--- config.mk ---
export PLATFORM = sky130hd
export DESIGN_NAME = mem_arbiter
export DESIGN_NICKNAME = d
export VERILOG_FILES = /design/src/verilog/llsc_pkg.sv /design/src/verilog/mem_arbiter.sv
export SDC_FILE = /design/constraint.sdc
export NUM_CORES = 1
export LEC_CHECK = 0
export BUFFER_PORTS_ARGS = -buffer_cell sky130_fd_sc_hd__buf_2
export CAP_MARGIN = 30
export CORE_UTILIZATION = 25
export DETAILED_ROUTE_END_ITERATION = 8
export GPL_TIMING_DRIVEN = 0
export HOLD_SLACK_MARGIN = 0.08
export PLACE_DENSITY = 0.77
export SLEW_MARGIN = 20
export SYNTH_ARGS = -nofsm -noshare
export SYNTH_HDL_FRONTEND = slang
export SYNTH_SLANG_ARGS = --single-unit
--- constraint.sdc ---
create_clock -name clock -period 4.35 [get_ports clock]
set_clock_uncertainty 0.1 [all_clocks]
set_input_delay 0.435 -clock clock [delete_from_list [all_inputs] [get_ports clock]]
set_output_delay 0.435 -clock clock [all_outputs]
set_load 0.02 [all_outputs]
--- src/verilog/llsc_pkg.sv ---
`default_nettype none

package llsc_pkg;

	// Two requesters share one word-addressed memory.
	localparam int num_ports = 2;
	localparam int addr_width = 8;
	localparam int data_width = 32;
	localparam int mem_words = 256;

	// Reservations that can be outstanding at the same time.
	localparam int llsc_entries = 4;

	typedef enum logic [1:0] {
		op_load = 2'b00,
		op_store = 2'b01,
		op_load_locked = 2'b10,
		op_store_cond = 2'b11
	} mem_op_t;

	// Index of a requester port.
	// It is the reservation owner and the response route.
	typedef logic [$clog2(num_ports)-1:0] port_id_t;

endpackage

`default_nettype wire

--- src/verilog/mem_arbiter.sv ---
`timescale 1ns/1ps
`default_nettype none

module mem_arbiter import llsc_pkg::*; (
	input  logic clock,
	input  logic reset,

	input  logic [num_ports-1:0] req_valid,
	input  mem_op_t req_op [num_ports],
	input  logic [num_ports-1:0][addr_width-1:0] req_addr,
	input  logic [num_ports-1:0][data_width-1:0] req_wdata,
	output logic [num_ports-1:0] req_ready,

	output logic grant_valid,
	output port_id_t grant_port,
	output mem_op_t grant_op,
	output logic [addr_width-1:0] grant_addr,
	output logic [data_width-1:0] grant_wdata
);

	// Port that has first claim on the next cycle.
	port_id_t rr_ptr;
	port_id_t next_ptr;
	port_id_t candidate;

	// Search from the pointer and take the first valid port.
	always_comb begin
		grant_valid = 1'b0;
		grant_port = rr_ptr;
		candidate = rr_ptr;
		for (int i = 0; i < num_ports; i++) begin
			candidate = port_id_t'((int'(rr_ptr) + i) % num_ports);
			if (!grant_valid && req_valid[candidate]) begin
				grant_valid = 1'b1;
				grant_port = candidate;
			end
		end
	end

	always_comb begin
		req_ready = '0;
		req_ready[grant_port] = grant_valid;
	end

	assign grant_op = req_op[grant_port];
	assign grant_addr = req_addr[grant_port];
	assign grant_wdata = req_wdata[grant_port];

	// The port after the winner gets priority next.
	always_comb begin
		if (grant_port == port_id_t'(num_ports - 1)) begin
			next_ptr = '0;
		end else begin
			next_ptr = grant_port + 1'b1;
		end
	end

	always_ff @(posedge clock) begin
		if (reset) begin
			rr_ptr <= '0;
		end else if (grant_valid) begin
			rr_ptr <= next_ptr;
		end
	end

endmodule

`default_nettype wire

== Yosys cells after proc, flatten, opt, wreduce, memory -nomap -nowiden ==
Index checks and enable logic that the tools add are counted.
Storage, ports and cells
  bits in registers: 1
Cells by class
  order comparisons: 5
  bitwise logic cells: 2
  mux-type cells: 17
  reductions and logical operators: 3
  $add $sub $neg: 2
Operators with widths (count)
  32-bit two-way mux: 2
  8-bit two-way mux: 2
  1-bit two-way mux: 9
  1-bit by 2-bit less-than comparator with 1-bit output (second input constant): 3
  2-bit two-way mux: 3
  1-bit adder (second input constant): 2
  2-bit AND: 1
  2-bit >= comparator (second input constant): 1
  1-bit logical AND: 2
  1-bit NOT with 2-bit output: 1
  1-bit demux with 1-bit select: 1
  1-bit >= comparator (second input constant): 1
  1-bit logical NOT: 1

== Depth between registers and ports, before layout ==
Gate-level depths: netlist (run 1).
  word-level depth: 11
  gate-level depth with buffers: 4

== Least setup slack after synthesis (run 1) ==
No wires, ideal clock.
  kind: input to output
  from: input req_valid[1]
  to: output grant_addr[0]
  stages on the path: 4
  path slack: 2458 ps
  data required time: 3815 ps
  buffers on the path: 1
  arrival: 1357 ps
  cells stage by stage: inv_1 > maj3_2 > buf_6 > mux2_4
On the way
  cells in the longest elaborated chain, start to end: 8
RTL lines
  start, declared: line mem_arbiter.sv:8  | input logic [num_ports-1:0] req_valid,
  1-bit two-way mux (not written as such) (2 in series): line mem_arbiter.sv:33  | if (!grant_valid && req_valid[candidate]) begin
  1-bit two-way mux: line mem_arbiter.sv:33
  1-bit logical NOT: line mem_arbiter.sv:33
  1-bit logical AND *: line mem_arbiter.sv:33
  1-bit two-way mux *: line mem_arbiter.sv:33
  8-bit two-way mux (not written as such) * (2 in series): line mem_arbiter.sv:46  | assign grant_addr = req_addr[grant_port];
  end, declared: line mem_arbiter.sv:17  | output logic [addr_width-1:0] grant_addr,
Every way passes the cells marked *; elsewhere a longest branch is shown, timed or not. The select of a mux whose other input is x is not followed.

== Worst setup path in the final report (run 1) ==
  from: input req_valid[1]
  to: output grant_wdata[27]
On the way
  cells in the longest elaborated chain, start to end: 8
RTL lines
  1-bit two-way mux (not written as such) (2 in series): line mem_arbiter.sv:33
  1-bit two-way mux: line mem_arbiter.sv:33
  1-bit logical NOT: line mem_arbiter.sv:33
  1-bit logical AND *: line mem_arbiter.sv:33
  1-bit two-way mux *: line mem_arbiter.sv:33
  32-bit two-way mux (not written as such) * (2 in series): line mem_arbiter.sv:47  | assign grant_wdata = req_wdata[grant_port];
  end, declared: line mem_arbiter.sv:18  | output logic [data_width-1:0] grant_wdata
Marked as above.

==> out/results.tsv, run 1 <==
metric	value	unit
dpl_worst_slack	2.14	ns
dp_hpwl	2270	um
drv_slew	0	
status	complete, no violations	
power.density	165	mW/mm2
postRouteAntennaNets	0	
yosysSeqAreaShare	2.72	%
largest-register	rr_ptr	
std_cell_rows	19	
min-delay-path-class	reg -> reg	
yosysTopAreaCell	mux2_4	
yosys.area.top_type_share	79.5	%
grt_usage	13.5	%
drive_gt1_share	96.3	%
die_w	56.3	um
irDropWorstVdd	0.000112	V
grt-ovfl-total	0	
drv_cap	0	
crit_top_cell	buf_2	
cp_slowest_stage_delay	0.40	ns
largest_reg_flops	1	
critPathMaxFanout	10	
cp-start-kind	input port	
vias	948	
syn_to_final_growth	95.6	%
coreArea	0.00278	mm2
switchingPower	107	uW
relSlewSlack	85.9	%
die_h	56.3	um
path_class	in -> out	
path_cells	buf_2, inv_1, maj3_2, buf_6, mux2_4, buf_2	
p_int	131	uW
synth_area_per_cell	13.2	um2
setup-violations-final	0	
synth.area.top_cells	mux2_4 (79%), buf_6 (6.1%), mux2_2 (4.6%)	
clk-insertion-delay-late	0	ns
synth_fp_nets	144	
min_period_over_period	50.4	%
postCtsSetupBuffers	0	
synth_warnings	0	
first_pass_iters	3	
seq_power_share	4.6	%
syn_area	737	um2
drc	0	
gp_congestion	0.734	
ys_ff_latch	1	
syn_inst	56	
required	3.82	ns
path_delay_family	buffers and inverters	
fin_tns_setup	0	ns
ioPinCount	134	
grt_max_degree	11	
grt_pass1_vias	843	
finalHoldViolCount	0	
end_kind	output port	
wirelength	2440	um
fmax	456	MHz
crit_arrival	1.66	ns
synth_cell_type_count	12	
antenna_found_initial	0	
combPwrFrac	95.4	%
worst-path-buf-inv	4	
fin_area	0.00144	mm2
reg_top3	rr_ptr (1)	
place_area	0.00144	mm2
pwr-share-clk	0	%
clk_pin_slew	0	ns
grt_pass1_wl	3540	um
period_minus_slack	2.19	ns
cts_hold_buf	0	
setup_slack	2.16	ns
nNetsFinal	279	
switching_share	45.0	%
start_util	26.5	%
dieArea	0.00317	mm2
portBuffers	133	
p_leak	0.000928	uW
antenna_cells	0	
rsz0062_at_grt	false	
viasPerCell	4.31	
post_cts_resized	0	
holdWs	0.407	ns
drtIter0Drc	17	
wl_per_cell	11.1	um
crit_slowest_cell	maj3_2	
worst_slew_pin_slew	0.211	ns
-- worst reg2reg max path, stage by stage (launching register included) --
cell and delay, ns:
dfxtp_1 0.36, nor2_1 0.07, a211oi_1 0.15
-- synthesized netlist by cell type (all sizes together) --
| master | number |
|---|---|
| a211oi | 1 |
| a21boi | 1 |
| a21oi | 1 |
| buf | 4 |
| dfxtp | 1 |
| inv | 3 |
| maj3 | 1 |
| mux2 | 42 |
| nor2 | 1 |
| or2 | 1 |
-- power by group through the flow --
| stage | Sequential [uW] | Combinational, uW | Clock [uW] |
|---|---|---|---|
| 5_1_grt | 11.2 | 240 | 0 |
| 6_report | 11.0 | 227 | 0 |
| 3_3_place_gp | 11.0 | 227 | 0 |
| 2_1_floorplan | 10.8 | 150 | 0 |
| 4_1_cts | 11.0 | 229 | 0 |
| 3_5_place_dp | 11.0 | 229 | 0 |
-- stage by stage --
step                      utilization, %  total power (uW)  instances
after floorplan                        -               161         56
after global placement              51.8               238        220
after detailed placement            51.8               240        220
after CTS                           51.8               240        220
after global routing                51.8               252        220
final                               51.8               238        220
-- layer usage --
metal / up-vias / routed length [um] / GRT usage (%)
met5: - / 0 / 0
met4: 0 / 0 / 0
met3: 0 / 238 / 1.15
met2: 69 / 1330 / 29.3
met1: 405 / 870 / 14.6
li1: 474 / - / -
-- cell usage in the layout, fill, tap and decap left out --
cell and instances:
a21oi_1 1, mux2_4 39, a21boi_0 1, buf_2 133, nor2_1 1, mux2_2 3, maj3_2 1, inv_2 1
buf_6 4, or2_2 1, a211oi_1 1, inv_1 2, dfxtp_1 1
-- final cells by class --
| class | instances | area [um2] |
|---|---|---|
| sequential | 1 | 20.0 |
| tap | 31 | 38.8 |
| multi-input combinational | 48 | 661 |
| timing repair buffer | 133 | 666 |
| buffer | 4 | 45.0 |
| fill | 281 | 1340 |
| inverter | 3 | 11.3 |
-- final timing paths --
path                      to  cells after the start  slack, ns         start
max          grant_wdata[27]                      6       2.16  req_valid[1]
min reg2reg           rr_ptr                      1       0.41        rr_ptr
min                   rr_ptr                      1       0.41        rr_ptr
max reg2reg           rr_ptr                      2       3.58        rr_ptr
-- cell families (layout without fill, tap and decap cells) --
| logic type | after synthesis | in the layout | share of synthesized area, % |
|---|---|---|---|
| and+or+nand+nor | 2 | 2 | 1.36 |
| adders and majority gates | 1 | 1 | 1.53 |
| DFF | 1 | 1 | 2.72 |
| buffers and inverters | 7 | 140 | 7.64 |
| muxes | 42 | 42 | 84.0 |
| AOI/OAI and AO/OA | 3 | 3 | 2.72 |
Power figures use the tool's default switching activity.
==> inputs of run 2 (changes only) <==
--- a/config.mk
+++ b/config.mk
@@ -7,7 +7,7 @@
 export LEC_CHECK = 0
 export BUFFER_PORTS_ARGS = -buffer_cell sky130_fd_sc_hd__buf_2
 export CAP_MARGIN = 30
-export CORE_UTILIZATION = 25
+export CORE_UTILIZATION = 24
 export DETAILED_ROUTE_END_ITERATION = 8
 export GPL_TIMING_DRIVEN = 0
 export HOLD_SLACK_MARGIN = 0.08
==> constraint.sdc (replaced) <==
create_clock -name clock -period 1.8 [get_ports clock]
set_clock_uncertainty 0.1 [all_clocks]
set_input_delay 0.18 -clock clock [delete_from_list [all_inputs] [get_ports clock]]
set_output_delay 0.18 -clock clock [all_outputs]
set_load 0.02 [all_outputs]
==> out/results.tsv, run 2 (synthesis gave the netlist of run 1 again) <==
metric	value	unit
status	complete, but fails checks	
violations	DRC	
dp_hpwl	2440	um
nFillCells	272	
worst-path-buf-inv	3	
gp_congestion	0.734	
fmax	573	MHz
finalHoldViolCount	0	
cp_slowest_stage_delay	0.40	ns
min-delay-path-class	in -> reg	
end_kind	output port	
drtIter0Drc	39	
path_cells	inv_2, maj3_2, buf_6, mux2_4, buf_2	
reg_top3	rr_ptr (1)	
portBuffers	133	
first_pass_iters	6	
coreArea	0.00283	mm2
grt_pass1_vias	856	
power.density	401	mW/mm2
drv_cap	0	
critPathMaxFanout	10	
min_period_over_period	97.0	%
min_path_cells	2	
largest_reg_flops	1	
rsz0062_at_grt	false	
clk_pin_slew	0	ns
fin_tns_setup	0	ns
clk-insertion-delay-late	0	ns
place_inst	220	
setup_slack	0.0543	ns
crit_arrival	1.47	ns
std_cell_rows	19	
cts_hold_buf	0	
drive_gt1_share	96.3	%
p_leak	0.000928	uW
largest-register	rr_ptr	
antenna_found_initial	0	
final_common_cell	buf_2	
dpl_worst_slack	0.0386	ns
nNetsFinal	279	
postCtsSetupBuffers	0	
place_area	0.00144	mm2
grt_max_degree	11	
grt_usage	13.4	%
die_h	57.4	um
dieArea	0.00330	mm2
period_minus_slack	1.75	ns
cp-start-kind	register	
fin_cells	220	
worst_slew_pin_slew	0.208	ns
start_util	26.1	%
most-common-layout-cells	buf_2 (133), mux2_4 (39), buf_6 (4), mux2_2 (3), inv_1 (2)	
irDropWorstVdd	0.000224	V
wl_per_cell	12.1	um
relSlewSlack	86.1	%
cp.depth	5	
drv_slew	0	
vias	971	
die_w	57.4	um
drc	10	
grt_pass1_wl	3600	um
path_class	reg -> out	
syn_to_final_growth	95.6	%
reg2reg_depth	2	
required	1.52	ns
wirelength	2660	um
grt-ovfl-total	0	
crit_slowest_cell	maj3_2	
antenna_cells	0	
post_cts_resized	0	
fin_area	0.00144	mm2
ioPinCount	134	
post-route-util	51.0	%
path_delay_family	buffers and inverters	
setup-violations-final	0	
postRouteAntennaNets	0	
viasPerCell	4.41	
run 2: cell counts in the layout (fill, tap and decap cells not counted):
Identical to the previous run, type by type.
run 2: cell type report:
class / count / area [um2] / share of cell area (%)
repair buffers: 133 / 666 / 46.2
flip-flops and latches: 1 / 20.0 / 1.39
multi-input cells: 48 / 661 / 45.8
well taps: 31 / 38.8 / 2.69
inverters: 3 / 11.3 / 0.781
plain buffers: 4 / 45.0 / 3.13
run 2: path summary, 6_finish.rpt:
kind,endpoint,start,slack (ns)
min,rr_ptr,reset,0.25
max reg2reg,rr_ptr,rr_ptr,1.03
max,grant_wdata[6],rr_ptr,0.05
min reg2reg,rr_ptr,rr_ptr,0.40
run 2: through the flow:
step	total power, uW	hold slack, ns
2_1_floorplan	388	0.158
5_1_grt	609	0.270
3_5_place_dp	582	0.255
4_1_cts	582	0.255
6_report	578	0.253
3_3_place_gp	574	0.257
run 2: layer usage:
layer	up-vias	GRT usage (%)	share of wire, %
met1	441	12.9	32
met5	-	0	0
met2	56	29.9	58
met4	0	0	0
met3	0	2.27	9.9
li1	474	-	-
run 2: power by group:
| group | internal, uW | switching [uW] | leakage [uW] | total [uW] |
|---|---|---|---|---|
| combinational | 292 | 259 | 0.000920 | 551 |
| sequential | 24.5 | 1.82 | 0.00000835 | 26.3 |
| clock | 0 | 0 | 0 | 0 |
==> inputs of run 3 (changes only) <==
--- a/config.mk
+++ b/config.mk
@@ -7,6 +7,7 @@
 export LEC_CHECK = 0
 export BUFFER_PORTS_ARGS = -buffer_cell sky130_fd_sc_hd__buf_2
 export CAP_MARGIN = 30
+export CORE_MARGIN = 2
 export CORE_UTILIZATION = 24
 export DETAILED_ROUTE_END_ITERATION = 8
 export GPL_TIMING_DRIVEN = 0
==> out/results.tsv, run 3 (synthesis gave the netlist of run 1 again) <==
metric	value	unit
seq_power_share	4.5	%
min_to	rr_ptr	
nFillCells	302	
reg2reg_depth	2	
status	complete, no violations	
viasPerCell	4.29	
dieArea	0.00353	mm2
end_kind	output port	
irDropWorstVdd	0.000249	V
final_common_cell	buf_2	
min_period_over_period	96.9	%
wl_per_cell	12.4	um
die_h	59.4	um
grt_pass1_wl	3610	um
dp_hpwl	2610	um
crit_start	rr_ptr	
coreArea	0.00298	mm2
relSlewSlack	86.0	%
crit_arrival	1.46	ns
finalHoldViolCount	0	
post-route-util	48.5	%
first_pass_iters	4	
switchingPower	264	uW
drv_slew	0	
min_path_cells	2	
clk-insertion-delay-late	0	ns
drv_cap	0	
drtIter0Drc	34	
rsz0062_at_grt	false	
ioPinCount	134	
reg2reg_from	rr_ptr	
std_cell_rows	20	
grt_pass1_vias	848	
wirelength	2750	um
largest_reg_flops	1	
rrSetupSlack	1.04	ns
pwr-share-clk	0	%
min_from	reset	
p_total	580	uW
fin_tns_setup	0	ns
rr_endpoint	rr_ptr	
clk_pin_slew	0	ns
grt_max_degree	11	
postCtsSetupBuffers	0	
die_w	59.4	um
gp_congestion	0.708	
syn_to_final_growth	95.9	%
path_class	reg -> out	
period_minus_slack	1.74	ns
post_cts_resized	0	
power.density	402	mW/mm2
setup-violations-final	0	
worst_slew_pin_slew	0.210	ns
antenna_cells	0	
holdWs	0.259	ns
grt-ovfl-total	0	
most-common-layout-cells	buf_2 (133), mux2_4 (39), buf_6 (4), mux2_2 (3), inv_1 (2)	
reg_top3	rr_ptr (1)	
p_int	317	uW
min-delay-path-class	in -> reg	
postRouteAntennaNets	0	
switching_share	45.4	%
start_util	24.7	%
cp-start-kind	register	
nNetsFinal	279	
required	1.52	ns
fmax	573	MHz
cts_hold_buf	0	
critPathMaxFanout	10	
grt_usage	12.8	%
antenna_found_initial	0	
combPwrFrac	95.5	%
drc	0	
largest-register	rr_ptr	
drive_gt1_share	96.3	%
portBuffers	133	
p_leak	0.000928	uW
vias	952	
==> run 3: cell counts in the layout (fill, tap and decap cells not counted) <==
Identical to the previous run, type by type.
==> run 3: power by group through the flow <==
stage,logic (uW),clock network (uW),registers (uW)
after floorplan,362,0,26.0
after global placement,552,0,26.3
after detailed placement,561,0,26.2
after CTS,561,0,26.3
after global routing,588,0,26.5
final,554,0,26.3
==> run 3: critical path: stages (launching register included) <==
cell     delay (ns)
dfxtp_1        0.35
inv_2          0.05
maj3_2         0.40
buf_6          0.20
mux2_4         0.30
buf_2          0.16
==> run 3: worst max-delay path by stage <==
stage,endpoint
final,grant_wdata[28]
after global routing,grant_addr[1]
after CTS,grant_wdata[28]
after detailed placement,grant_wdata[28]
after global placement,grant_addr[3]
after floorplan,grant_addr[0]
==> run 3: routing by layer <==
layer  global-route usage (%)  part of all wire [%]  wire, um  vias to the layer above
li1                         -                     -         -                      474
met2                     26.5                    58      1590                       48
met3                     1.09                   6.6       181                        2
met5                        0                     0         0                        -
met4                     1.30                  0.44        12                        0
met1                     14.1                    35       970                      428
==> run 3: area by class of cell <==
cell class | instances | area (um2) | share of cell area, %
inverters | 3 | 11.3 | 0.780
multi-input cells | 48 | 661 | 45.8
repair buffers | 133 | 666 | 46.1
flip-flops and latches | 1 | 20.0 | 1.39
well taps | 33 | 41.3 | 2.86
plain buffers | 4 | 45.0 | 3.12
==> run 3: stage by stage <==
step           instance area (um2)  setup slack (ns)  instances
2_1_floorplan                  737             0.243         56
3_3_place_gp                  1440            0.0373        222
3_5_place_dp                  1440            0.0426        222
4_1_cts                       1440            0.0386        222
5_1_grt                       1440           0.00412        222
6_report                      1440            0.0557        222
