### config.mk
export PLATFORM = sky130hd
export DESIGN_NAME = reservation_table
export DESIGN_NICKNAME = d
export VERILOG_FILES = /design/src/verilog/llsc_pkg.sv /design/src/verilog/reservation_table.sv
export SDC_FILE = /design/constraint.sdc
export NUM_CORES = 1
export LEC_CHECK = 0
export BUFFER_PORTS_ARGS = -buffer_cell sky130_fd_sc_hd__buf_2
export CAP_MARGIN = 20
export CORE_ASPECT_RATIO = 1.1
export CORE_UTILIZATION = 54
export CTS_CLUSTER_DIAMETER = 80
export DETAILED_ROUTE_END_ITERATION = 10
export GPL_ROUTABILITY_DRIVEN = 0
export MAX_ROUTING_LAYER = met4
export PLACE_DENSITY = 0.78
export SLEW_MARGIN = 20
export SYNTH_ARGS = -nofsm -noshare
export SYNTH_HDL_FRONTEND = slang
export SYNTH_SLANG_ARGS = --single-unit
### constraint.sdc
create_clock -name clock -period 2.7 [get_ports clock]
set_input_delay 0.675 -clock clock [delete_from_list [all_inputs] [get_ports clock]]
set_output_delay 0.675 -clock clock [all_outputs]
set_load 0.02 [all_outputs]
### src/verilog/llsc_pkg.sv
`default_nettype none

package llsc_pkg;

	// Two requesters share one word-addressed memory.
	localparam int num_ports = 2;
	localparam int addr_width = 8;
	localparam int data_width = 32;
	localparam int mem_words = 256;

	// Reservations that can be outstanding at the same time.
	localparam int llsc_entries = 4;

	typedef enum logic [1:0] {
		op_load = 2'b00,
		op_store = 2'b01,
		op_load_locked = 2'b10,
		op_store_cond = 2'b11
	} mem_op_t;

	// Index of a requester port.
	// It is the reservation owner and the response route.
	typedef logic [$clog2(num_ports)-1:0] port_id_t;

endpackage

`default_nettype wire

### src/verilog/reservation_table.sv
`timescale 1ns/1ps
`default_nettype none

module reservation_table import llsc_pkg::*; (
	input  logic clock,
	input  logic reset,

	input  logic grant_valid,
	input  port_id_t grant_port,
	input  mem_op_t grant_op,
	input  logic [addr_width-1:0] grant_addr,

	output logic store_ok,
	output logic reserved,
	output logic full
);

	logic [llsc_entries-1:0] entry_valid;
	logic [llsc_entries-1:0] entry_good;
	port_id_t entry_owner [llsc_entries];
	logic [llsc_entries-1:0][addr_width-1:0] entry_tag;

	logic [llsc_entries-1:0] next_valid;
	logic [llsc_entries-1:0] next_good;
	port_id_t next_owner [llsc_entries];
	logic [llsc_entries-1:0][addr_width-1:0] next_tag;

	logic [llsc_entries-1:0] addr_hit;
	logic [llsc_entries-1:0] owner_hit;
	logic [llsc_entries-1:0] first_hit;
	logic [llsc_entries-1:0] first_free;
	logic owner_found;
	logic free_found;

	// A port never holds two entries for one address, since a repeated
	// load-locked renews the entry it already has.
	always_comb begin
		owner_found = 1'b0;
		free_found = 1'b0;
		for (int i = 0; i < llsc_entries; i++) begin
			addr_hit[i] = entry_valid[i] && (entry_tag[i] == grant_addr);
			owner_hit[i] = addr_hit[i] && (entry_owner[i] == grant_port);
			first_hit[i] = owner_hit[i] && !owner_found;
			owner_found = owner_found | owner_hit[i];
			first_free[i] = !entry_valid[i] && !free_found;
			free_found = free_found | !entry_valid[i];
		end
	end

	assign store_ok = grant_valid && (grant_op == op_store_cond) &&
		|(owner_hit & entry_good);

	// With the table full and no entry of its own, a load-locked reserves nothing.
	assign reserved = grant_valid && (grant_op == op_load_locked) &&
		(owner_found || free_found);

	assign full = &entry_valid;

	always_comb begin
		next_valid = entry_valid;
		next_good = entry_good;
		next_owner = entry_owner;
		next_tag = entry_tag;
		if (grant_valid) begin
			case (grant_op)
				op_load_locked: begin
					for (int i = 0; i < llsc_entries; i++) begin
						if (owner_found) begin
							if (first_hit[i]) begin
								next_good[i] = 1'b1;
							end
						end else if (first_free[i]) begin
							next_valid[i] = 1'b1;
							next_good[i] = 1'b1;
							next_owner[i] = grant_port;
							next_tag[i] = grant_addr;
						end
					end
				end
				op_store: begin
					for (int i = 0; i < llsc_entries; i++) begin
						if (addr_hit[i]) begin
							next_good[i] = 1'b0;
						end
					end
				end
				op_store_cond: begin
					// The requester's entry is released whether or not the store lands.
					for (int i = 0; i < llsc_entries; i++) begin
						if (first_hit[i]) begin
							next_valid[i] = 1'b0;
							next_good[i] = 1'b0;
						end else if (store_ok && addr_hit[i]) begin
							next_good[i] = 1'b0;
						end
					end
				end
				default: begin
				end
			endcase
		end
	end

	always_ff @(posedge clock) begin
		if (reset) begin
			entry_valid <= '0;
			entry_good <= '0;
		end else begin
			entry_valid <= next_valid;
			entry_good <= next_good;
		end
	end

	always_ff @(posedge clock) begin
		entry_owner <= next_owner;
		entry_tag <= next_tag;
	end

endmodule

`default_nettype wire

Word level (Yosys, flattened, before mapping)
Cells that the tools add are included.
{"block": "totals", "n_memories": 0, "ram_bits": 0, "rom_bits": 0, "word_cells": 142, "latch_bits": 0, "input_bits": 14, "regBits": 44, "output_inout_bits": 3}
{"block": "classes", "bitwise": 9, "n_eq_ne": 35, "n_div": 0, "n_mul": 0, "n_reduce_logical": 48, "n_shift": 0, "n_addsub": 0, "magnitude_cmp": 0, "n_mux": 34}
{"operator": "$eq A8 B8 Y1", "count": 4}
{"operator": "$mux W1", "count": 32}
{"operator": "$ne A2 B2 Y1 const B", "count": 12}
{"operator": "$ne A3 B3 Y1 const B", "count": 8}
{"operator": "$reduce_and A4 Y1", "count": 6}
{"operator": "$reduce_and A6 Y1", "count": 4}
{"operator": "$logic_and A1 B1 Y1", "count": 22}
{"operator": "$reduce_and A5 Y1", "count": 3}
{"operator": "$ne A3 B2 Y1 const B", "count": 4}
{"operator": "$pmux W4 S3", "count": 1}
{"operator": "$logic_not A1 Y1", "count": 9}
{"operator": "$pmux W4 S2", "count": 1}
{"operator": "$or A1 B1 Y1", "count": 6}
{"operator": "$and A4 B4 Y4", "count": 1}
{"operator": "$eq A1 B1 Y1", "count": 4}
{"operator": "$eq A2 B2 Y1 const B", "count": 2}
{"operator": "$reduce_or A4 Y1", "count": 1}
{"operator": "$reduce_bool A3 Y1", "count": 1}
{"operator": "$eq A2 B1 Y1 const B", "count": 1}
{"operator": "$not A1 Y1", "count": 2}
{"operator": "$reduce_bool A2 Y1", "count": 1}
{"operator": "$logic_or A1 B1 Y1", "count": 1}

Depth between registers and ports, before layout
Gate-level depths: netlist of run 1.
{"block": "depth", "word_depth": 10, "ltp_mapped": 9}

Worst setup path before layout of run 1
Ideal clock, no wire load.
{"block": "synth_path", "path_kind": "input-to-output", "startpoint": "input port grant_addr[7]", "endpoint": "output port reserved", "cell_stages": 7, "arrival_ns": 2.369, "path_buffers": 1, "path_slack_ns": -0.344, "cell_sequence": "xor2_1 > or4_4 > nor4b_2 > a311o_1 > buf_6 > nor2_1 > a21oi_1"}
{"block": "synth_between", "elab_chain_cells": 8, "word_cells_on_any_way": 17, "classes_between": "eq/ne: 4; bitwise: 3; reduce/logical: 10"}
{"element": "from (decl)", "line_no": "reservation_table.sv:11", "source": "input logic [addr_width-1:0] grant_addr,"}
{"element": "$eq A8 B8 Y1", "line_no": "reservation_table.sv:41", "source": "addr_hit[i] = entry_valid[i] && (entry_tag[i] == grant_addr);"}
{"element": "$logic_and A1 B1 Y1", "line_no": "reservation_table.sv:41"}
{"element": "$logic_and A1 B1 Y1", "line_no": "reservation_table.sv:42", "source": "owner_hit[i] = addr_hit[i] && (entry_owner[i] == grant_port);"}
{"element": "$or A1 B1 Y1 (2 in a row)", "line_no": "reservation_table.sv:44", "source": "owner_found = owner_found | owner_hit[i];"}
{"element": "$or A1 B1 Y1 (*)", "line_no": "reservation_table.sv:44"}
{"element": "$logic_or A1 B1 Y1 (*)", "line_no": "reservation_table.sv:55", "source": "(owner_found || free_found);"}
{"element": "$logic_and A1 B1 Y1 (*)", "line_no": "reservation_table.sv:54", "source": "assign reserved = grant_valid && (grant_op == op_load_locked) &&"}
{"element": "to (decl)", "line_no": "reservation_table.sv:14", "source": "output logic reserved,"}
Mark *: on every way between the ends. The rest lies on a longest branch, timed or not.

Final worst setup path of run 1
{"block": "layout_path", "startpoint": "input port grant_addr[5]", "endpoint": "output port reserved"}
The elaborated chain is that of the path after synthesis.

==> impl_metrics.env, run 1 <==
export IMPL_dpl_cell_area_mm2=0.00290
export IMPL_wire_per_inst_um=17.6
export IMPL_syn2layout_area_growth_pct=35.3
export IMPL_instances_no_fill=327
export IMPL_grt_pass1_wl_um=9140
export IMPL_totalWireLength_um=5760
export IMPL_p_sw_share_pct=23.0
export IMPL_syn_instance_count=208
export IMPL_cp_end_kind="output pin"
export IMPL_gr_usage_all_layers_pct=28.9
export IMPL_dr_pass1_iters=4
export IMPL_syn_nets=222
export IMPL_crit_buf_inv=2
export IMPL_power_frac_clock_pct=35.3
export IMPL_ir_worst_vdd_mv=0.411
export IMPL_yosysTopAreaCell="edfxtp_1"
export IMPL_path_cells="buf_4 -> xor2_2 -> or3_4 -> nor4b_4 -> a311o_1 -> nor2_2 -> a21oi_4 -> buf_6"
export IMPL_pin_count=17
export IMPL_cp_top_family="simple AND/OR/NAND/NOR gates"
export IMPL_cts_hold_buf=0
export IMPL_p_leak_nw=1.10
export IMPL_synth_top_area_share_pct=46.9
export IMPL_setup_ws_ns=-0.280
export IMPL_drive_above_1_share_pct=36.7
export IMPL_fin_hold_ws_ns=0.516
export IMPL_rows=24
export IMPL_synth_commonest_cells="36 x edfxtp_1, 23 x xnor2_1, 16 x nor2_1"
export IMPL_cts_clk_slew_worst_paths_ns=0.09
export IMPL_fmax_mhz=336
export IMPL_hold_viol_final=0
export IMPL_yosysUniqueCellTypes=51
export IMPL_design_area_mm2=0.00312
export IMPL_die_area_mm2=0.00454
export IMPL_place_hpwl_um=4080
export IMPL_clock_latency_ns=0.30
export IMPL_fin_crit_sh_pct=110
export IMPL_drt_iter0_drc=134
export IMPL_drtAntennaViolNets=0
export IMPL_coreArea_mm2=0.00402
export IMPL_numPortBuffers=16
export IMPL_cap_violations=0
export IMPL_drv_slew=0
export IMPL_min_path_type="reg2reg"
export IMPL_yosysMostFrequentCell="edfxtp_1"
export IMPL_clockBufferDepth=2
export IMPL_grt_max_degree=15
export IMPL_seq_power_share_pct=52.3
export IMPL_yosys_warnings=0
export IMPL_overflow=0
export IMPL_combPwrFrac_pct=12.4
export IMPL_antenna_cells=0
export IMPL_initial_utilization_pct=57.3
export IMPL_grt_pass1_vias=1896
export IMPL_die_height_um=70.5
export IMPL_synth_edff_count=36
export IMPL_synth_seq_cells=44
export IMPL_slowest_stage="or3_4"
export IMPL_clock_skew_ns=0.00688
export IMPL_path_class="in2out"
export IMPL_dp_cells=318
export IMPL_ys_seq_area_share_pct=53.8
export IMPL_power_density_mw_per_mm2=459
export IMPL_startpoint_type="input pin"
export IMPL_outcome="complete, but fails checks"
export IMPL_cpPeakStageDelay_ns=0.40
export IMPL_viasPerCell=5.81
export IMPL_path_max_fanout=9
export IMPL_crit_required_ns=2.03
export IMPL_internal_power_mw=1.10
export IMPL_yosys_most_used_dff="edfxtp_1"
export IMPL_drc=0
export IMPL_grt_setup_unrepaired="yes"
export IMPL_synth_area_mm2=0.00231
export IMPL_nNetsFinal=288
export IMPL_setup_violations=6
export IMPL_period_needed_ns=2.98
export IMPL_cts_tree="built"
export IMPL_arrival_ns=2.31
export IMPL_clkSinkCount=44
export IMPL_die_x_um=64.3
export IMPL_htreeDepth=2
export IMPL_root_buffer="clkbuf_8"
export IMPL_numCtsBuffers=5
export IMPL_synth_top_cells_by_area="edfxtp_1 47%, xnor2_1 8.7%, dfxtp_1 6.9%, xor2_1 4.2%, nor2_1 2.6%"
export IMPL_pre_cts_ws_ns=-0.374
export IMPL_antenna_found_initial=0
export IMPL_violations="negative setup slack"
export IMPL_worst_slew_margin_rel_pct=65.4
export IMPL_vias=1900
export IMPL_post_cts_buffers=0
export IMPL_switching_power_uw=329
export IMPL_async_flop_share_pct=0
export IMPL_tightestPinTransition_ns=0.517
export IMPL_syn_area_per_cell_um2=11.1
cell usage in the layout, fill, tap and decap left out, types with 2 or more instances in the layout:
cell type	netlist	final
o31ai_1	3	3
or2_4	0	2
clkinvlp_4	0	2
clkbuf_8	0	5
or3_4	1	2
nand2_1	15	15
nand3_1	7	7
o211ai_1	2	2
inv_1	10	9
nor4b_1	2	2
a21oi_1	8	7
buf_6	1	5
dfxtp_1	8	8
or3_1	3	2
buf_12	0	4
nand4_1	5	5
a31oi_1	3	2
o21ai_0	2	2
or4_4	1	2
nor2_1	16	13
nor3_1	9	8
edfxtp_1	36	36
xnor2_2	0	2
o21ai_1	3	3
buf_2	1	9
xnor2_1	23	21
o21a_1	2	2
nor2_4	0	2
xor2_1	11	7
a41oi_1	2	2
buf_4	0	48
nand2b_1	3	3
xor2_2	0	4
flip-flops by register name, indices dropped and copies added, names as in the netlist:
name,count
entry_good,4
entry_owner,4
entry_tag,32
entry_valid,4
cells by family after synthesis:
logic type / synth area share, %
compound gates: 11.4
xor+xnor: 12.9
buf+inv: 3.36
flops: 53.8
simple gates: 18.5
routing by layer:
| layer | vias to the layer above | GRT usage [%] | wire [µm] |
|---|---|---|---|
| met5 | - | - | 0 |
| met3 | 28 | 5.97 | 257 |
| met1 | 922 | 33.9 | 2340 |
| met2 | 60 | 45.1 | 2830 |
| met4 | 0 | 18.5 | 329 |
| li1 | 890 | - | - |
path summary, 6_finish.rpt:
| kind | from | endpoint | slack (ns) | cells after the start |
|---|---|---|---|---|
| worst max register to register | entry_tag[12] | entry_tag[16] | 0.09 | 8 |
| worst min register to register | entry_good[1] | entry_good[1] | 0.52 | 2 |
| worst min-delay path | entry_good[1] | entry_good[1] | 0.52 | 2 |
| worst max-delay path | grant_addr[5] | reserved | -0.28 | 8 |
area by class of cell:
cell class,instances,area (µm²)
clock inverters,3,42.5
clock buffers,5,68.8
well taps,52,65.1
multi-input cells,146,1110
inverters,10,40.0
fillers,237,905
flip-flops and latches,44,1240
repair inverters,1,7.51
repair buffers,66,542
tightest hold or removal path, delay by kind of cell (launching register included):
family	cells	cell delay, ns
flip-flops	1	0.33
buffers and inverters	1	0.08
AO/OA/AOI/OAI	1	0.07
per-stage QoR:
stage / utilization, % / total power [mW] / setup TNS, ns
2_1_floorplan: - / 0.841 / -0.137
5_1_grt: 77.5 / 1.47 / -0.719
6_report: 77.5 / 1.43 / -0.524
3_3_place_gp: 72.1 / 0.923 / -9.59
4_1_cts: 77.0 / 1.43 / -0.543
3_5_place_dp: 72.1 / 0.928 / -10.79
repair_timing:
action | in CTS | in global routing
gates cloned | 1 | 0
pin swaps | 6 | 2
setup endpoints to repair | 29 | 24
gates resized for setup | 20 | 4
power by group through the flow:
stage                     Clock (mW)  Combinational, mW  Sequential, mW
final                          0.506              0.178           0.748
after global routing           0.535              0.190           0.749
after CTS                      0.509              0.173           0.748
after detailed placement           0              0.164           0.764
after global placement             0              0.160           0.763
after floorplan                    0             0.0794           0.762
Power figures use the tool's default switching activity.
==> run 2, diff against run 1 <==
Settings changed: ABC_AREA from default to 1, PLACE_DENSITY 0.78 to 0.77.
==> run 2 against run 1 <==
  * The flow now finishes without violations
  * Critical path depth up 3
  * Utilization down 5.4 points
  * Largest cell class unchanged
  * Worst setup slack better by 0.34 ns
  * Power down 2.7%
  * Non-clock buffer count down 23
  * Critical endpoint unchanged
  * First-iteration DRC count up 58%
  * Synthesized area up 11%
  * Combinational power up 13%
==> impl_metrics.env, run 2 <==
export IMPL_slowest_stage="a311oi_2"
export IMPL_dr_pass1_iters=6
export IMPL_tightestPinTransition_ns=0.466
export IMPL_cp_end_kind="output pin"
export IMPL_rr_endpoint="entry_owner[2]"
export IMPL_cp_top_family="simple AND/OR/NAND/NOR gates"
export IMPL_crit_required_ns=2.03
export IMPL_antenna_cells=0
export IMPL_reg2regPathDepth=15
export IMPL_seq_area_mm2=0.00124
export IMPL_vias=2348
export IMPL_drtAntennaViolNets=0
export IMPL_overflow=0
export IMPL_synth_top_cells_by_area="edfxtp_1 42%, nand2_1 15%, inv_1 6.9%, nor2_1 6.9%, dfxtp_1 6.3%"
export IMPL_grt_pass1_wl_um=9020
export IMPL_hold_end="entry_valid[3]"
export IMPL_ys_seq_area_share_pct=48.7
export IMPL_clockBufferDepth=2
export IMPL_grt_pass1_vias=1897
export IMPL_drc=0
export IMPL_worst_slew_margin_rel_pct=68.6
export IMPL_power_density_mw_per_mm2=438
export IMPL_final_cell_mix="93 x nand2_1, 45 x inv_1, 42 x nor2_1"
export IMPL_setup_violations=0
export IMPL_p_sw_share_pct=26.9
export IMPL_rows=25
export IMPL_arrival_ns=1.97
export IMPL_syn_area_per_cell_um2=7.70
export IMPL_r2r_slack_ns=0.36
export IMPL_yosys_warnings=0
export IMPL_initial_utilization_pct=57.8
export IMPL_drive_above_1_share_pct=26.6
export IMPL_totalPowerFinal_mw=1.39
export IMPL_syn2layout_area_growth_pct=24.8
export IMPL_startpoint_type="input pin"
export IMPL_ir_worst_vdd_mv=0.380
export IMPL_yosys_most_used_dff="edfxtp_1"
export IMPL_fmax_mhz=378
export IMPL_final_common_cell="nand2_1"
export IMPL_grt_max_degree=16
export IMPL_yosysTopAreaCell="edfxtp_1"
export IMPL_synth_commonest_cells="103 x nand2_1, 47 x inv_1, 47 x nor2_1"
export IMPL_power_frac_clock_pct=30.4
export IMPL_multiInputGateArea_mm2=0.00119
export IMPL_yosysMostFrequentCell="nand2_1"
export IMPL_crit_buf_inv=3
export IMPL_pin_count=17
export IMPL_async_flop_share_pct=0
export IMPL_cts_hold_buf=0
export IMPL_period_needed_ns=2.64
export IMPL_path_max_fanout=9
export IMPL_place_hpwl_um=4250
export IMPL_drt_iter0_drc=212
export IMPL_clock_skew_ns=0.00351
export IMPL_r2r_start="entry_tag[9]"
export IMPL_synth_area_mm2=0.00255
export IMPL_hp_start="entry_valid[3]"
export IMPL_cpPeakStageDelay_ns=0.24
export IMPL_regMostFlops="entry_tag"
export IMPL_path_cells="buf_6 -> inv_4 -> nand2_1 -> nand2_2 -> nand3_1 -> nor2_2 -> nand3_2 -> nand2_2 -> nor2_4 -> a311oi_2 -> buf_4"
export IMPL_clock_latency_ns=0.30
export IMPL_hold_viol_final=0
export IMPL_path_common_cell="nand2_2"
export IMPL_coreArea_mm2=0.00441
export IMPL_die_height_um=74.1
export IMPL_yosysUniqueCellTypes=26
export IMPL_combPwrFrac_pct=14.5
export IMPL_root_buffer="clkbuf_8"
export IMPL_die_area_mm2=0.00500
export IMPL_synth_edff_count=36
export IMPL_synth_seq_cells=44
export IMPL_switching_power_uw=375
export IMPL_clkSinkCount=44
export IMPL_antenna_found_initial=0
export IMPL_wire_per_inst_um=14.1
export IMPL_min_path_type="reg2reg"
export IMPL_largest_reg_flops=32
export IMPL_outcome="finished clean"
export IMPL_cts_clk_slew_worst_paths_ns=0.09
export IMPL_syn_nets=345
export IMPL_seq_power_share_pct=55.1
export IMPL_path_class="in2out"
export IMPL_fillers=309
export IMPL_hold_depth=2
export IMPL_numCtsBuffers=5
export IMPL_nNetsFinal=393
export IMPL_die_x_um=67.5
export IMPL_numPortBuffers=16
export IMPL_cts_tree="built"
export IMPL_viasPerCell=5.41
export IMPL_p_leak_nw=1.47
export IMPL_synth_top_area_share_pct=42.4
export IMPL_gr_usage_all_layers_pct=26.0
export IMPL_totalWireLength_um=6100
export IMPL_fin_crit_sh_pct=97.9
export IMPL_fin_util_pct=72.1
export IMPL_internal_power_mw=1.02
export IMPL_syn_instance_count=331
export IMPL_cap_violations=0
export IMPL_htreeDepth=2
export IMPL_drv_slew=0
==> run 2: timing repair <==
item | in CTS | in global routing
resized for setup | 7 | 54
gates cloned | 0 | 1
setup buffers | 0 | 8
pin swaps | 1 | 21
setup endpoints to repair | 2 | 2
hold endpoints to repair | 0 | 0
==> run 2: area by class of cell <==
class,instances,share of cell area [%]
Sequential cell,44,39.0
Timing Repair Buffer,43,11.9
Clock inverter,3,0.669
Clock buffer,5,2.16
Inverter,54,6.84
Multi-Input combinational cell,231,37.3
Tap cell,54,2.12
==> run 2: cell families after synthesis <==
group,synth area share [%]
DFF,48.7
xor gates and xnor gates,3.78
and+or+nand+nor,34.9
buffers and inverters,8.29
AOI/OAI and AO/OA,4.32
==> run 2: per-stage QoR <==
| stage | instance area [µm²] | worst slack [ns] | TNS [ns] | instances | hold slack [ns] |
|---|---|---|---|---|---|
| CTS | 2940 | 0.0141 | 0 | 425 | 0.499 |
| floorplan | 2560 | 0.0113 | 0 | 331 | 0.452 |
| global placement | 2830 | -0.00585 | -0.00585 | 417 | 0.483 |
| detailed placement | 2830 | -0.0768 | -0.113 | 417 | 0.484 |
| finish | 3180 | 0.0579 | 0 | 434 | 0.494 |
| global route | 3180 | -0.0668 | -0.116 | 434 | 0.532 |
==> run 2: power by group through the flow <==
stage          Sequential [mW]  Combinational [mW]  Clock [mW]
2_1_floorplan            0.780               0.103           0
3_3_place_gp             0.782               0.163           0
3_5_place_dp             0.783               0.165           0
4_1_cts                  0.767               0.168       0.423
5_1_grt                  0.770               0.220       0.456
6_report                 0.768               0.201       0.424
==> run 2: how the worst max path moves through the flow <==
stage / startpoint / endpoint / slack (ns) / cells past startpoint
2_1_floorplan: grant_port / reserved / 0.01 / 6
3_3_place_gp: grant_addr[2] / store_ok / -0.006 / 9
3_5_place_dp: grant_addr[6] / store_ok / -0.08 / 8
4_1_cts: grant_addr[6] / reserved / 0.01 / 11
5_1_grt: grant_addr[5] / reserved / -0.07 / 12
6_report: grant_addr[6] / reserved / 0.06 / 11
==> run 2: layer usage <==
layer  track usage, %  share of wire (%)  wire, µm
met1             36.7                 43      2600
met2             37.8                 46      2830
met4             7.80                1.7       106
met5                -                  0         0
met3             4.91                9.3       568
==> run 2: worst min-delay path, delay by kind of cell (launching register included) <==
family | cells | cell delay (ns)
flip-flops | 1 | 0.32
AND/OR/NAND/NOR | 2 | 0.14
